File: src/common/cpuPkg.sv
package cpuPkg;

    // ========================================================================
    // widths
    // ========================================================================

    localparam int unsigned wordSize    = 16;
    localparam int unsigned regAddrSize = 2;
    localparam int unsigned controlSize = 12;

    // ========================================================================
    // opcodes, instruction bits 15:12
    // ========================================================================

    localparam logic [3:0] opBne   = 4'd0;
    localparam logic [3:0] opBeq   = 4'd1;
    localparam logic [3:0] opBgz   = 4'd2;
    localparam logic [3:0] opBlz   = 4'd3;
    localparam logic [3:0] opAdi   = 4'd4;
    localparam logic [3:0] opOri   = 4'd5;
    localparam logic [3:0] opLhi   = 4'd6;
    localparam logic [3:0] opLwd   = 4'd7;
    localparam logic [3:0] opSwd   = 4'd8;
    localparam logic [3:0] opJmp   = 4'd9;
    localparam logic [3:0] opJal   = 4'd10;
    localparam logic [3:0] opRtype = 4'd15;

    // R-type function field, bits 5:0
    localparam logic [5:0] fnAdd = 6'd0;
    localparam logic [5:0] fnSub = 6'd1;
    localparam logic [5:0] fnAnd = 6'd2;
    localparam logic [5:0] fnOrr = 6'd3;
    localparam logic [5:0] fnNot = 6'd4;
    localparam logic [5:0] fnTcp = 6'd5;
    localparam logic [5:0] fnShl = 6'd6;
    localparam logic [5:0] fnShr = 6'd7;
    localparam logic [5:0] fnJpr = 6'd25;
    localparam logic [5:0] fnJrl = 6'd26;
    localparam logic [5:0] fnHlt = 6'd29;

    // ========================================================================
    // ALU operations
    // ========================================================================

    localparam logic [3:0] aluAdd = 4'd0;
    localparam logic [3:0] aluSub = 4'd1;
    localparam logic [3:0] aluAnd = 4'd2;
    localparam logic [3:0] aluOr  = 4'd3;
    localparam logic [3:0] aluNot = 4'd4;
    localparam logic [3:0] aluTcp = 4'd5;
    localparam logic [3:0] aluShl = 4'd6;
    localparam logic [3:0] aluShr = 4'd7;
    localparam logic [3:0] aluLhi = 4'd8; // imm into upper byte

    // control word layout
    localparam int unsigned ctlJump     = 11;
    localparam int unsigned ctlBranch   = 10;
    localparam int unsigned ctlMemToReg = 9;
    localparam int unsigned ctlMemRead  = 8;
    localparam int unsigned ctlMemWrite = 7;
    localparam int unsigned ctlRegDst   = 6;
    localparam int unsigned ctlRegWrite = 5;
    localparam int unsigned ctlAluOpMsb = 4;
    localparam int unsigned ctlAluOpLsb = 1;
    localparam int unsigned ctlAluSrc   = 0;

    localparam logic [1:0] linkRegister = 2'd2; // return address for JAL/JRL

endpackage

File: src/source/registerFile.sv
`timescale 1ns/1ps

module registerFile (
    input  logic                           clk,
    input  logic                           reset,
    input  logic [cpuPkg::regAddrSize-1:0] readIndex1,
    input  logic [cpuPkg::regAddrSize-1:0] readIndex2,
    input  logic [cpuPkg::regAddrSize-1:0] writeIndex,
    input  logic [cpuPkg::wordSize-1:0]    writeData,
    input  logic                           writeEnable,
    output logic [cpuPkg::wordSize-1:0]    readData1,
    output logic [cpuPkg::wordSize-1:0]    readData2
);
    import cpuPkg::*;

    logic [wordSize-1:0] regs [2**regAddrSize];

    always_ff @(posedge clk) begin
        if (reset) begin
            for (int i = 0; i < 2**regAddrSize; i++)
                regs[i] <= '0;
        end else if (writeEnable) begin
            regs[writeIndex] <= writeData;
        end
    end

    // combinational reads, no bypass
    assign readData1 = regs[readIndex1];
    assign readData2 = regs[readIndex2];

endmodule

File: src/source/alu.sv
`timescale 1ns/1ps

module alu (
    input  logic [cpuPkg::wordSize-1:0] a,
    input  logic [cpuPkg::wordSize-1:0] b,
    input  logic [3:0]                  op,
    output logic [cpuPkg::wordSize-1:0] result,
    output logic                        isZero,
    output logic                        isNegative
);
    import cpuPkg::*;

    always_comb begin
        case (op)
            aluAdd: result = a + b;
            aluSub: result = a - b;
            aluAnd: result = a & b;
            aluOr:  result = a | b;
            aluNot: result = ~a;
            aluTcp: result = ~a + 16'd1;   // negate
            aluShl: result = {a[wordSize-2:0], 1'b0};
            aluShr: result = {a[wordSize-1], a[wordSize-1:1]}; // keeps sign
            aluLhi: result = {b[7:0], 8'h00};
            default: result = '0;
        endcase
    end

    // flags follow the result
    assign isZero     = (result == '0);
    assign isNegative = result[wordSize-1];

endmodule

File: src/cpu/cpuControl.sv
`timescale 1ns/1ps

module cpuControl (
    input  logic [3:0]                     opcode,
    input  logic [5:0]                     func,
    output logic [cpuPkg::controlSize-1:0] controls
);
    import cpuPkg::*;

    logic [controlSize-1:0] ctl;

    always_comb begin
        ctl = '0;
        case (opcode)
            opBne, opBeq, opBgz, opBlz: begin
                ctl[ctlBranch] = 1'b1;
                ctl[ctlAluOpMsb:ctlAluOpLsb] = aluSub; // flags drive the decision
            end
            opAdi: begin
                ctl[ctlRegWrite] = 1'b1;
                ctl[ctlAluSrc]   = 1'b1;
                ctl[ctlAluOpMsb:ctlAluOpLsb] = aluAdd;
            end
            opOri: begin
                ctl[ctlRegWrite] = 1'b1;
                ctl[ctlAluSrc]   = 1'b1;
                ctl[ctlAluOpMsb:ctlAluOpLsb] = aluOr;
            end
            opLhi: begin
                ctl[ctlRegWrite] = 1'b1;
                ctl[ctlAluSrc]   = 1'b1;
                ctl[ctlAluOpMsb:ctlAluOpLsb] = aluLhi;
            end
            opLwd: begin
                ctl[ctlMemRead]  = 1'b1;
                ctl[ctlMemToReg] = 1'b1;
                ctl[ctlRegWrite] = 1'b1;
                ctl[ctlAluSrc]   = 1'b1;
                ctl[ctlAluOpMsb:ctlAluOpLsb] = aluAdd; // base + offset
            end
            opSwd: begin
                ctl[ctlMemWrite] = 1'b1;
                ctl[ctlAluSrc]   = 1'b1;
                ctl[ctlAluOpMsb:ctlAluOpLsb] = aluAdd;
            end
            opJmp: ctl[ctlJump] = 1'b1;
            opJal: begin
                ctl[ctlJump]     = 1'b1;
                ctl[ctlRegWrite] = 1'b1; // link register
            end
            opRtype: begin
                // ==============================================================
                // R-type, decoded by func
                // ==============================================================
                case (func)
                    fnAdd, fnSub, fnAnd, fnOrr, fnNot, fnTcp, fnShl, fnShr: begin
                        ctl[ctlRegDst]   = 1'b1;
                        ctl[ctlRegWrite] = 1'b1;
                        ctl[ctlAluOpMsb:ctlAluOpLsb] = func[3:0]; // same encoding
                    end
                    fnJpr: ctl[ctlJump] = 1'b1;
                    fnJrl: begin
                        ctl[ctlJump]     = 1'b1;
                        ctl[ctlRegWrite] = 1'b1;
                    end
                    default: ctl = '0; // HLT and unused codes
                endcase
            end
            default: ctl = '0;
        endcase
    end

    assign controls = ctl;

endmodule

File: src/cpu/cpuDatapath.sv
`timescale 1ns/1ps

module cpuDatapath (
    input  logic                            clk,
    input  logic                            reset,
    // memory port
    input  logic [cpuPkg::wordSize-1:0]     readData,
    input  logic                            inputReady,
    input  logic                            ackOutput,
    input  logic [cpuPkg::controlSize-1:0]  controls,
    output logic                            readM,
    output logic                            writeM,
    output logic [cpuPkg::wordSize-1:0]     address,
    output logic [cpuPkg::wordSize-1:0]     writeData,
    output logic                            halted,
    // register file
    output logic [cpuPkg::regAddrSize-1:0]  readIndex1,
    output logic [cpuPkg::regAddrSize-1:0]  readIndex2,
    output logic [cpuPkg::regAddrSize-1:0]  writeIndex,
    output logic [cpuPkg::wordSize-1:0]     regWriteData,
    output logic                            regWrite,
    input  logic [cpuPkg::wordSize-1:0]     readData1,
    input  logic [cpuPkg::wordSize-1:0]     readData2,
    // ALU
    output logic [cpuPkg::wordSize-1:0]     aluA,
    output logic [cpuPkg::wordSize-1:0]     aluB,
    output logic [3:0]                      aluOp,
    input  logic [cpuPkg::wordSize-1:0]     aluResult,
    input  logic                            isZero,
    input  logic                            isNegative,
    output logic [3:0]                      opcode,
    output logic [5:0]                      func
);
    import cpuPkg::*;

    typedef enum logic [1:0] {sFetch, sExecute, sMemory, sHalt} stateType;

    stateType            state;
    logic [wordSize-1:0] pc;
    logic [wordSize-1:0] ir;
    logic [wordSize-1:0] pcPlus1;
    logic [wordSize-1:0] immExt;
    logic [wordSize-1:0] nextPc;
    logic                isHalt;
    logic                signTest;
    logic                taken;

    // ========================================================================
    // instruction fields and operand selection
    // ========================================================================

    assign opcode     = ir[15:12];
    assign func       = ir[5:0];
    assign readIndex1 = ir[11:10]; // rs
    assign readIndex2 = ir[9:8];   // rt
    assign immExt     = {{8{ir[7]}}, ir[7:0]};
    assign pcPlus1    = pc + 16'd1;
    assign isHalt     = (opcode == opRtype) && (func == fnHlt);

    // BGZ/BLZ compare rs against zero
    assign signTest = (opcode == opBgz) || (opcode == opBlz);

    assign aluA  = readData1;
    assign aluB  = controls[ctlAluSrc] ? immExt :
                   (controls[ctlBranch] && signTest) ? '0 : readData2;
    assign aluOp = controls[ctlAluOpMsb:ctlAluOpLsb];

    assign writeIndex = controls[ctlJump]   ? linkRegister :
                        controls[ctlRegDst] ? ir[7:6] : ir[9:8];
    assign regWriteData = controls[ctlJump]     ? pcPlus1  :
                          controls[ctlMemToReg] ? readData : aluResult;

    // loads write back in the cycle the data arrives
    assign regWrite = (state == sExecute && controls[ctlRegWrite] && !controls[ctlMemRead]) ||
                      (state == sMemory && controls[ctlMemRead] && inputReady);

    always_comb begin
        case (opcode)
            opBne:   taken = !isZero;
            opBeq:   taken = isZero;
            opBgz:   taken = !isZero && !isNegative;
            opBlz:   taken = isNegative;
            default: taken = 1'b0;
        endcase
    end

    always_comb begin
        nextPc = pcPlus1;
        if (controls[ctlJump]) begin
            if (opcode == opRtype)
                nextPc = readData1; // JPR, JRL
            else
                nextPc = {pc[15:12], ir[11:0]};
        end else if (controls[ctlBranch] && taken) begin
            nextPc = pcPlus1 + immExt;
        end
    end

    // ========================================================================
    // sequencer
    // ========================================================================

    always_ff @(posedge clk) begin
        if (reset) begin
            state  <= sFetch;
            pc     <= '0;
            readM  <= 1'b0;
            writeM <= 1'b0;
            halted <= 1'b0;
        end else begin
            case (state)
                sFetch: begin
                    if (!readM) begin
                        readM <= 1'b1; // address follows in the same edge
                    end else if (inputReady) begin
                        readM <= 1'b0;
                        state <= sExecute;
                    end
                end
                sExecute: begin
                    if (isHalt) begin
                        halted <= 1'b1;
                        state  <= sHalt;
                    end else if (controls[ctlMemRead]) begin
                        readM <= 1'b1;
                        state <= sMemory;
                    end else if (controls[ctlMemWrite]) begin
                        writeM <= 1'b1;
                        state  <= sMemory;
                    end else begin
                        pc    <= nextPc;
                        state <= sFetch;
                    end
                end
                sMemory: begin
                    if ((readM && inputReady) || (writeM && ackOutput)) begin
                        readM  <= 1'b0;
                        writeM <= 1'b0;
                        pc     <= pcPlus1;
                        state  <= sFetch;
                    end
                end
                default: state <= sHalt; // stays here
            endcase
        end
    end

    // instruction and memory payload
    always_ff @(posedge clk) begin
        if (state == sFetch && readM && inputReady)
            ir <= readData;
        if (state == sFetch && !readM) begin
            address <= pc;
        end else if (state == sExecute && (controls[ctlMemRead] || controls[ctlMemWrite])) begin
            address   <= aluResult;
            writeData <= readData2;
        end
    end

endmodule

File: src/cpu/cpuCore.sv
`timescale 1ns/1ps

module cpuCore (
    input  logic                        clk,
    input  logic                        reset,
    input  logic [cpuPkg::wordSize-1:0] readData,
    input  logic                        inputReady,
    input  logic                        ackOutput,
    output logic                        readM,
    output logic                        writeM,
    output logic [cpuPkg::wordSize-1:0] address,
    output logic [cpuPkg::wordSize-1:0] writeData,
    output logic                        halted
);
    import cpuPkg::*;

    logic [controlSize-1:0] controls;
    logic [3:0]             opcode;
    logic [5:0]             func;

    // register file side
    logic [regAddrSize-1:0] readIndex1;
    logic [regAddrSize-1:0] readIndex2;
    logic [regAddrSize-1:0] writeIndex;
    logic [wordSize-1:0]    regWriteData;
    logic                   regWrite;
    logic [wordSize-1:0]    readData1;
    logic [wordSize-1:0]    readData2;

    // ALU side
    logic [wordSize-1:0]    aluA;
    logic [wordSize-1:0]    aluB;
    logic [3:0]             aluOp;
    logic [wordSize-1:0]    aluResult;
    logic                   isZero;
    logic                   isNegative;

    cpuControl control0 (
        .opcode   (opcode),
        .func     (func),
        .controls (controls)
    );

    cpuDatapath datapath0 (
        .clk          (clk),
        .reset        (reset),
        .readData     (readData),
        .inputReady   (inputReady),
        .ackOutput    (ackOutput),
        .controls     (controls),
        .readM        (readM),
        .writeM       (writeM),
        .address      (address),
        .writeData    (writeData),
        .halted       (halted),
        .readIndex1   (readIndex1),
        .readIndex2   (readIndex2),
        .writeIndex   (writeIndex),
        .regWriteData (regWriteData),
        .regWrite     (regWrite),
        .readData1    (readData1),
        .readData2    (readData2),
        .aluA         (aluA),
        .aluB         (aluB),
        .aluOp        (aluOp),
        .aluResult    (aluResult),
        .isZero       (isZero),
        .isNegative   (isNegative),
        .opcode       (opcode),
        .func         (func)
    );

    registerFile regFile0 (
        .clk         (clk),
        .reset       (reset),
        .readIndex1  (readIndex1),
        .readIndex2  (readIndex2),
        .writeIndex  (writeIndex),
        .writeData   (regWriteData),
        .writeEnable (regWrite),
        .readData1   (readData1),
        .readData2   (readData2)
    );

    alu alu0 (
        .a          (aluA),
        .b          (aluB),
        .op         (aluOp),
        .result     (aluResult),
        .isZero     (isZero),
        .isNegative (isNegative)
    );

endmodule

File: config.mk
export PLATFORM = sky130hd
export DESIGN_NAME = cpuCore
export DESIGN_NICKNAME = d
export VERILOG_FILES = /design/src/common/cpuPkg.sv /design/src/source/registerFile.sv /design/src/source/alu.sv /design/src/cpu/cpuControl.sv /design/src/cpu/cpuDatapath.sv /design/src/cpu/cpuCore.sv
export SDC_FILE = /design/constraint.sdc
export NUM_CORES = 1
export LEC_CHECK = 0
export ABC_AREA = 1
export BUFFER_PORTS_ARGS = -buffer_cell sky130_fd_sc_hd__buf_2
export CAP_MARGIN = 20
export CORE_MARGIN = 2
export CORE_UTILIZATION = 33
export DETAILED_ROUTE_END_ITERATION = 10
export PLACE_DENSITY = 0.56
export SLEW_MARGIN = 20
export SYNTH_ARGS = -nofsm -noshare
export SYNTH_HDL_FRONTEND = slang
export SYNTH_SLANG_ARGS = --single-unit
File: constraint.sdc
create_clock -name clk -period 4.4 [get_ports clk]
set_input_delay 0.44 -clock clk [delete_from_list [all_inputs] [get_ports clk]]
set_output_delay 0.44 -clock clk [all_outputs]
set_load 0.05 [all_outputs]
Word level (Yosys, flattened, before mapping). Memory sizes are Yosys's and may differ from the RTL's. A register that Yosys moved wholly into a read port is not among the register bits. Index checks and enable logic that the tools add are counted.

Output and inout port bits: 35. Word-level logic and storage cells: 161. Bits in registers: 69. Memory bits (writable): 64. Memories: 1.

Memory list: regFile0.regs (words 4, width 16, read ports 2, clocked after memory_dff 2, write ports 4, line registerFile.sv:16) `logic [wordSize-1:0] regs [2**regAddrSize];`.

Reductions and logical operators: 45. Add/subtract/negate cells: 5. Muxes and demuxes: 57. Eq/ne operators: 40. Bitwise operators: 4.

Operators with widths (count): $mux 16 (14); $pmux 16 s9 (1); $add 16x1->16 const B (2); $add 16x16->16 (2); $eq 4x3->1 const B (8); $pmux 16 s2 (1); $eq 6x3->1 const B (4); $mux 2 (12); $mux 1 (21); $eq 4x4->1 const B (5); $eq 6x5->1 const B (3); $and 16x16->16 (1); $eq 4x2->1 const B (4); $logic_not 16->1 (1); $not 16->16 (1); $or 16x16->16 (1); $pmux 4 s4 (1); $reduce_or 16->1 (1); $sub 16x16->16 (1); $logic_and 1x1->1 (14); $eq 6x2->1 const B (2); $ne 2x2->1 const B (5); $reduce_and 5->1 (2); $reduce_or 5->1 (2); 27 further kinds (42).

Depth between registers and ports, before layout. Gate-level depths: netlist of run 1.

Word-level depth: 19. Mapped depth: 38. Gate-level depth less buffers: 38.

Modules after synthesis. Synthesis of run 1 repeated with hierarchy kept, for this count alone.

Cells, all modules: 1861. Area, all modules: 12084.1 µm².

By module, submodules not included: cpuDatapath (area an instance 5323.9 µm², instances 1, cells an instance 717); registerFile (area an instance 3622.2 µm², instances 1, cells an instance 476); alu (area an instance 2931.6 µm², instances 1, cells an instance 624); cpuControl (area an instance 206.4 µm², instances 1, cells an instance 44).

Worst setup path before layout of run 1. OpenSTA, ideal clock, no wires.

Path type: register to register. Start point: register datapath0.ir[14]. End point: register datapath0.pc[14]. Library setup time: 0.137 ns. Path buffers: 2. Slack: -0.171 ns. Required time: 4.263 ns. Period minus slack after synthesis: 4.571 ns. Arrival time: 4.434 ns. Stages on the path, launching flop included: 31. Cells stage by stage: edfxtp_1 -> nor2_1 -> nand2_1 -> nand3_2 -> buf_4 -> o22ai_1 -> inv_1 -> ha_1 -> nand3_1 -> nor4_1 -> nand3_1 -> nor3_1 -> or2_2 -> xor2_1 -> inv_1 -> ha_1 -> nand2_1 -> nor2_1 -> a221oi_1 -> nand3_1 -> nand3_1 -> nand3_1 -> nor2_2 -> nand3_2 -> a21oi_4 -> clkbuf_8 -> nand3_1 -> nand3_1 -> nand2_1 -> nand2_1 -> a21oi_1.

Word-level cells in the longest chain between the ends: 19. Elaborated cells between the ends (all ways): 57. Classes of those cells: add/sub: 2; eq/ne: 23; mux: 16; bitwise: 2; reduce/logical: 14.

RTL lines: start, declared (line cpuDatapath.sv:40) `logic [wordSize-1:0] ir;`; start signal, assigned (line cpuDatapath.sv:151) `ir <= readData;`; $eq 4x1->1 (tied with other cells) (line cpuControl.sv:14, cpuDatapath.sv:78); $reduce_or 4->1 (line cpuControl.sv:14) `case (opcode)`; $mux 1; $logic_and 1x1->1 (line cpuDatapath.sv:65) `(controls[ctlBranch] && signTest) ? '0 : readData2;`; $mux 16 (line cpuDatapath.sv:65); $mux 16 (line cpuDatapath.sv:64) `assign aluB = controls[ctlAluSrc] ? immExt :`; $sub 16x16->16 (tied with other cells) (line alu.sv:16) `aluSub: result = a - b;`; $pmux 16 s9 (line alu.sv:14) `case (op)`; [3 not listed]; $pmux 1 s4 (line cpuDatapath.sv:78) `case (opcode)`; $logic_and 1x1->1 (line cpuDatapath.sv:94) `end else if (controls[ctlBranch] && taken) begin`; $mux 16 (line cpuDatapath.sv:94); $mux 16 (line cpuDatapath.sv:89) `if (controls[ctlJump]) begin`; $mux 16 (line cpuDatapath.sv:127) `end else if (controls[ctlMemWrite]) begin`; $mux 16 (line cpuDatapath.sv:124) `end else if (controls[ctlMemRead]) begin`; $mux 16 (line cpuDatapath.sv:121) `if (isHalt) begin`; $pmux 16 s2 (line cpuDatapath.sv:111) `case (state)`; end signal, assigned (line cpuDatapath.sv:131) `pc <= nextPc;`; end signal, assigned (line cpuDatapath.sv:139) `pc <= pcPlus1;`; end, declared (line cpuDatapath.sv:39) `logic [wordSize-1:0] pc;`.

Parallel ways exist; a longest one is shown, timed or not. The select of a mux whose other input is x is not followed. A chain may end at the register's enable or synchronous reset.

Final worst setup path of run 1.
Start point: register datapath0.ir[14]. End point: register datapath0.pc[10].

Same word-level chain as after synthesis.

==> flow_metrics.tcl, run 1 <==
set metrics [dict create \
    fp.coreArea_um2 33500 \
    slowest_delay_ns 0.47 \
    hp-start "readData[9]" \
    fin_hold_ws_ns 0.189 \
    viasPerCell 5.22 \
    antenna_left 0 \
    root_buffer "clkbuf_16" \
    crit_top_cell "nand2_1" \
    initial_core_util_pct 33.4 \
    clock_path_buffers 2 \
    synth_seq_area_share_pct 34.5 \
    synthTopCellsByArea "edfxtp_1 30%, nand2_1 17%, nand3_1 6.9%" \
    cts-hold-fix-buffers 0 \
    antenna_found_initial 0 \
    holdPathStages 1 \
    rsz0062_at_grt "true" \
    finalCoreUtilization_pct 44.1 \
    setup_viol 32 \
    clkPwrFrac_pct 13.0 \
    core.rowCount 67 \
    worstReg2RegEnd "datapath0.pc[10]" \
    gp_congestion 0.977 \
    yosys_register_bits 137 \
    combinationalPowerShare_pct 70.5 \
    yosysMostFrequentCell "nand2_1" \
    clock-skew-final_ns 0.0126 \
    overflow 0 \
    yosysTopAreaCell "edfxtp_1" \
    synth_common_cells "494 x nand2_1, 180 x nor2_1, 157 x inv_1" \
    wl_um 44800 \
    synth_edf_count 112 \
    cp_data_arrival_time_ns 5.12 \
    slowest_stage "edfxtp_1" \
    ios 55 \
    synth_area_um2 11200 \
    vias 12300 \
    fmax_ghz 0.208 \
    tightest_slew_ns 1.03 \
    grt_max_degree 33 \
    final_area_um2 14800 \
    h-tree-depth 4 \
    first_pass_iters 5 \
    max_cap_viol_count 0 \
    p_leak_uw 0.00691 \
    cts_buffers 17 \
    grt_pass1_wl_um 67300 \
    critPathMaxFanout 7 \
    critPathKind "register to register" \
    path_clk_slew_ns 0.07 \
    syn_inst 1635 \
    critPathLaunchType "register" \
    violations "negative setup slack" \
    dpl_cell_area_um2 13300 \
    cts_tree "done" \
    routedWlPerCell_um 19.1 \
    seqPwrFrac_pct 16.6 \
    fin_nets 1950 \
    dp_hpwl_um 34400 \
    relSlewSlack_pct 31.4 \
    drive_gt1_share_pct 27.3 \
    drc 0 \
    dieArea_um2 35500 \
    synth.avg_cell_area_um2 6.86 \
    grt_usage_pct 24.9 \
    layout_setup_ws_ns -0.402 \
    tns_ns -7.54 \
    cell_internal_pwr_uw 5480 \
    dr.first_iter.drc_count 980 \
    reg2reg_from "datapath0.ir[14]" \
    nFillCells 3457 \
    die_h_um 188 \
    ir_drop_mv 0.454 \
    areaGrowthSynthToFinish_pct 32.0 \
    critPathCaptureType "register" \
    status "complete, but fails checks" \
    syn-num-nets 1696 \
    min_to "datapath0.ir[9]" \
    p_sw_share_pct 50.2 \
    hold_viol 0 \
    yosys_warnings 0 \
    cp.required_ns 4.72 \
    period_minus_slack_ns 4.80 \
    period_share_pct 109 \
    worst-r2r-setup-slack_ns -0.40 \
    worstRegToRegCells 35 \
    cts_num_sinks 137 \
    numPortBuffers 54 \
    p_per_area_nw_per_um2 744 \
    synthArstFlopShare_pct 0 \
    synth_ff_type "edfxtp_1" \
    synth_cell_type_count 58 \
    holdCritPathClass "input pin to register" \
    yosys.area.top_type_share_pct 30.0 \
    crit_start "datapath0.ir[14]" \
    switchingPower_uw 5520 \
    clk_latency_ns 0.45 \
    die_x_um 188 \
    diodes 0 \
    grt_pass1_vias 11600 \
    drv_slew 0 \
]
==> through the flow <==
| stage | std cells | setup WS (ns) | power (µW) |
|---|---|---|---|
| after floorplan | 1635 | 0.0506 | 5440 |
| after global placement | 2290 | -0.476 | 8520 |
| after detailed placement | 2290 | -0.595 | 8520 |
| after CTS | 2336 | -0.319 | 10400 |
| after global routing | 2350 | -0.653 | 11600 |
| final | 2350 | -0.402 | 11000 |
==> repair_timing <==
action,CTS,global route
buffers inserted,11,17
pin swaps,48,66
endpoints found under the setup margin,48,68
gates cloned,3,0
gates resized for setup,73,89
==> cell type report <==
cell class	count	area [µm²]	area share, %
clock buffers	17	425	2.88
well taps	448	561	3.79
clock inverters	15	148	0.998
inverters	180	688	4.65
multi-input cells	1265	6940	46.9
flip-flops and latches	137	3860	26.1
repair buffers	288	2170	14.7
==> power by group through the flow <==
stage	Combinational (µW)	Sequential (µW)	Clock, µW
3_3_place_gp	6680	1840	0
3_5_place_dp	6680	1850	0
6_report	7760	1820	1430
2_1_floorplan	3330	2120	0
4_1_cts	7110	1820	1440
5_1_grt	8320	1840	1480
==> layer usage <==
layer	vias to the layer above	track usage (%)	wire, µm
met1	5735	33.1	19400
met2	517	40.2	20400
li1	5924	-	-
met4	0	10.8	1780
met3	93	3.56	3150
met5	-	0	0
==> worst max-delay path by stage <==
| stage | to | cells after the start | slack, ns |
|---|---|---|---|
| after floorplan | datapath0.pc[14] | 33 | 0.05 |
| after CTS | datapath0.pc[10] | 36 | -0.32 |
| after detailed placement | datapath0.pc[8] | 32 | -0.60 |
| final | datapath0.pc[10] | 35 | -0.40 |
| after global placement | datapath0.pc[14] | 32 | -0.48 |
| after global routing | datapath0.pc[2] | 35 | -0.65 |
==> placed cells by master, fill, tap and decap left out, drive strengths merged, types with 7 or more instances in the layout <==
master  Yosys  final
clkbuf     19     17
nand3     165    165
edfxtp    112    112
buf        32    288
inv       179    188
o211ai     14     14
xnor2      12     12
a21oi      97     97
nand2     517    518
nor2      202    202
nand4      22     22
ha         39     39
dfxtp      25     25
o21ai     115    115
nor3       11     11
a221oi      7      7
xor2       23     23
==> state kept, by name, indices dropped and copies added (netlist names), named ones only <==
name / flops
datapath0.ir: 16
datapath0.state: 2
datapath0.writeM: 1
datapath0.pc: 16
regFile0.regs: 64
datapath0.readM: 1
datapath0.writeData: 16
datapath0.halted: 1
datapath0.address: 16
==> worst max-delay path: cells and delay by family, from the launching register on <==
family                     cells  cell delay (ns)
and+or+nand+nor               19             2.08
DFF                            1             0.47
buffers and inverters          7             0.84
AOI/OAI and AO/OA              6             0.65
adders and majority gates      2             0.45
xor gates and xnor gates       1             0.14
==> logic make-up after synthesis <==
| kind of cell | Yosys count | synth area share, % |
|---|---|---|
| AND/OR/NAND/NOR | 930 | 35.8 |
| AO/OA/AOI/OAI | 258 | 13.1 |
| buffers and inverters | 234 | 9.14 |
| flip-flops | 137 | 34.5 |
| adder cells (fa/ha/maj) | 41 | 4.71 |
| XOR/XNOR | 35 | 2.73 |
(Power assumes the default switching activity.)
==> inputs of run 2 (changes only) <==
--- a/config.mk
+++ b/config.mk
@@ -9,9 +9,9 @@
 export BUFFER_PORTS_ARGS = -buffer_cell sky130_fd_sc_hd__buf_2
 export CAP_MARGIN = 20
 export CORE_MARGIN = 2
-export CORE_UTILIZATION = 33
+export CORE_UTILIZATION = 55
 export DETAILED_ROUTE_END_ITERATION = 10
-export PLACE_DENSITY = 0.56
+export PLACE_DENSITY = 0.82
 export SLEW_MARGIN = 20
 export SYNTH_ARGS = -nofsm -noshare
 export SYNTH_HDL_FRONTEND = slang
==> flow_metrics.tcl, run 2 (synthesis results as in run 1) <==
set metrics [dict create \
    switchingPower_uw 5530 \
    place_inst 2108 \
    critPathKind "register to register" \
    root_buffer "clkbuf_16" \
    gp_congestion 1.05 \
    first_pass_iters 7 \
    layout_commonest_cell "nand2_1" \
    combinationalPowerShare_pct 69.9 \
    areaGrowthSynthToFinish_pct 28.4 \
    grt_pass1_wl_um 66000 \
    mostFrequentLayoutCells "469 x nand2_1, 207 x buf_4, 161 x nor2_1" \
    antenna_found_initial 2 \
    die_h_um 147 \
    cp.required_ns 4.71 \
    period_minus_slack_ns 4.71 \
    overflow 0 \
    rsz0062_at_grt "true" \
    die_x_um 147 \
    crit_top_cell "nand2_1" \
    clock_path_buffers 2 \
    fin_cells 2163 \
    violations "negative setup slack" \
    fmax_ghz 0.213 \
    hold_viol 0 \
    cts_tree "done" \
    critPathLaunchType "register" \
    grt_max_degree 43 \
    fin_nets 1940 \
    slowest_delay_ns 0.51 \
    dieArea_um2 21500 \
    dp_hpwl_um 32600 \
    viasPerCell 5.90 \
    ios 55 \
    vias 12800 \
    clk_latency_ns 0.44 \
    antenna_left 0 \
    drc 0 \
    clock-skew-final_ns 0.0174 \
    max_cap_viol_count 0 \
    seqPwrFrac_pct 16.6 \
    p_per_area_nw_per_um2 764 \
    fp.coreArea_um2 20100 \
    wl_um 43400 \
    routedWlPerCell_um 20.1 \
    nFillCells 1630 \
    critPathMaxFanout 8 \
    holdCritPathClass "input pin to register" \
    numPortBuffers 54 \
    clkPwrFrac_pct 13.6 \
    critPathCaptureType "register" \
    grt_usage_pct 39.8 \
    layout_setup_ws_ns -0.305 \
    grt_pass1_vias 12000 \
    p_sw_share_pct 50.3 \
    tns_ns -5.03 \
    status "complete, but fails checks" \
    initial_core_util_pct 55.8 \
    slowest_stage "edfxtp_1" \
    drv_slew 0 \
    cts-hold-fix-buffers 0 \
    crit_family "simple AND/OR/NAND/NOR gates" \
    tightest_slew_ns 0.824 \
    p_leak_uw 0.00683 \
    cp_data_arrival_time_ns 5.01 \
    h-tree-depth 4 \
    relSlewSlack_pct 44.9 \
    core.rowCount 52 \
    cell_internal_pwr_uw 5470 \
    cts_buffers 17 \
    largest_reg_flops 64 \
    dr.first_iter.drc_count 1845 \
    ir_drop_mv 0.376 \
    cts_num_sinks 137 \
    crit_buf_inv 5 \
    drive_gt1_share_pct 26.6 \
    regMostFlops "regFile0.regs" \
    path_clk_slew_ns 0.07 \
    setup_viol 24 \
    period_share_pct 107 \
]
[run 2: cell count changes in the layout (fill, tap and decap cells not counted), moves of 3 or more]
cell	previous run	this run
buf_4	215	207
o21ai_2	6	9
nand3_1	127	136
nand2_1	475	469
nand3_2	34	25
nand2_2	33	40
[run 2: final timing paths]
check / cells after the start / endpoint / slack (ns) / startpoint
setup / recovery: 34 / datapath0.pc[5] / -0.31 / datapath0.ir[14]
hold / removal: 1 / datapath0.ir[7] / 0.20 / readData[7]
setup reg to reg: 34 / datapath0.pc[5] / -0.31 / datapath0.ir[14]
hold reg to reg: 2 / datapath0.halted / 0.46 / datapath0.halted
[run 2: per-stage QoR]
step           hold WS (ns)  utilization (%)  total power (µW)  worst slack [ns]  area (µm²)
2_1_floorplan         0.438                -              5440            0.0506       11300
3_3_place_gp          0.436             65.0              8340            -0.333       13100
3_5_place_dp          0.445             65.0              8430            -0.408       13100
4_1_cts               0.200             69.7             10300            -0.167       14000
5_1_grt               0.200             71.6             11500            -0.567       14400
6_report              0.196             71.6             11000            -0.305       14400
[run 2: metal layers]
| layer | vias up | track usage [%] | routed length [µm] | part of all wire, % |
|---|---|---|---|---|
| li1 | 5910 | - | - | - |
| met3 | 222 | 7.48 | 5280 | 12 |
| met2 | 909 | 62.8 | 19200 | 44 |
| met1 | 5710 | 51.9 | 16100 | 37 |
| met4 | 5 | 21.4 | 2780 | 6.4 |
| met5 | - | 1.59 | 72 | 0.17 |
[run 2: cell type report]
| cell class | count | area [µm²] | area share, % |
|---|---|---|---|
| multi-input combinational | 1266 | 6870 | 47.8 |
| clock inverter | 15 | 169 | 1.17 |
| inverter | 180 | 686 | 4.76 |
| antenna | 1 | 2.50 | 0.0174 |
| timing repair buffer | 277 | 2030 | 14.1 |
| sequential | 137 | 3860 | 26.8 |
| tap | 270 | 338 | 2.35 |
| clock buffer | 17 | 425 | 2.96 |
[run 2: power groups by stage]
stage	Sequential, µW	Combinational (µW)	Clock [µW]
after floorplan	2120	3330	0
after global placement	1830	6510	0
after detailed placement	1840	6590	0
after CTS	1810	6980	1480
after global routing	1840	8170	1540
final	1820	7680	1490
[run 2: timing repair]
action	4_1_cts	5_1_grt
gates cloned	3	1
gates resized for setup	65	85
setup endpoints to repair	28	54
setup buffers	11	11
pin swaps	37	67
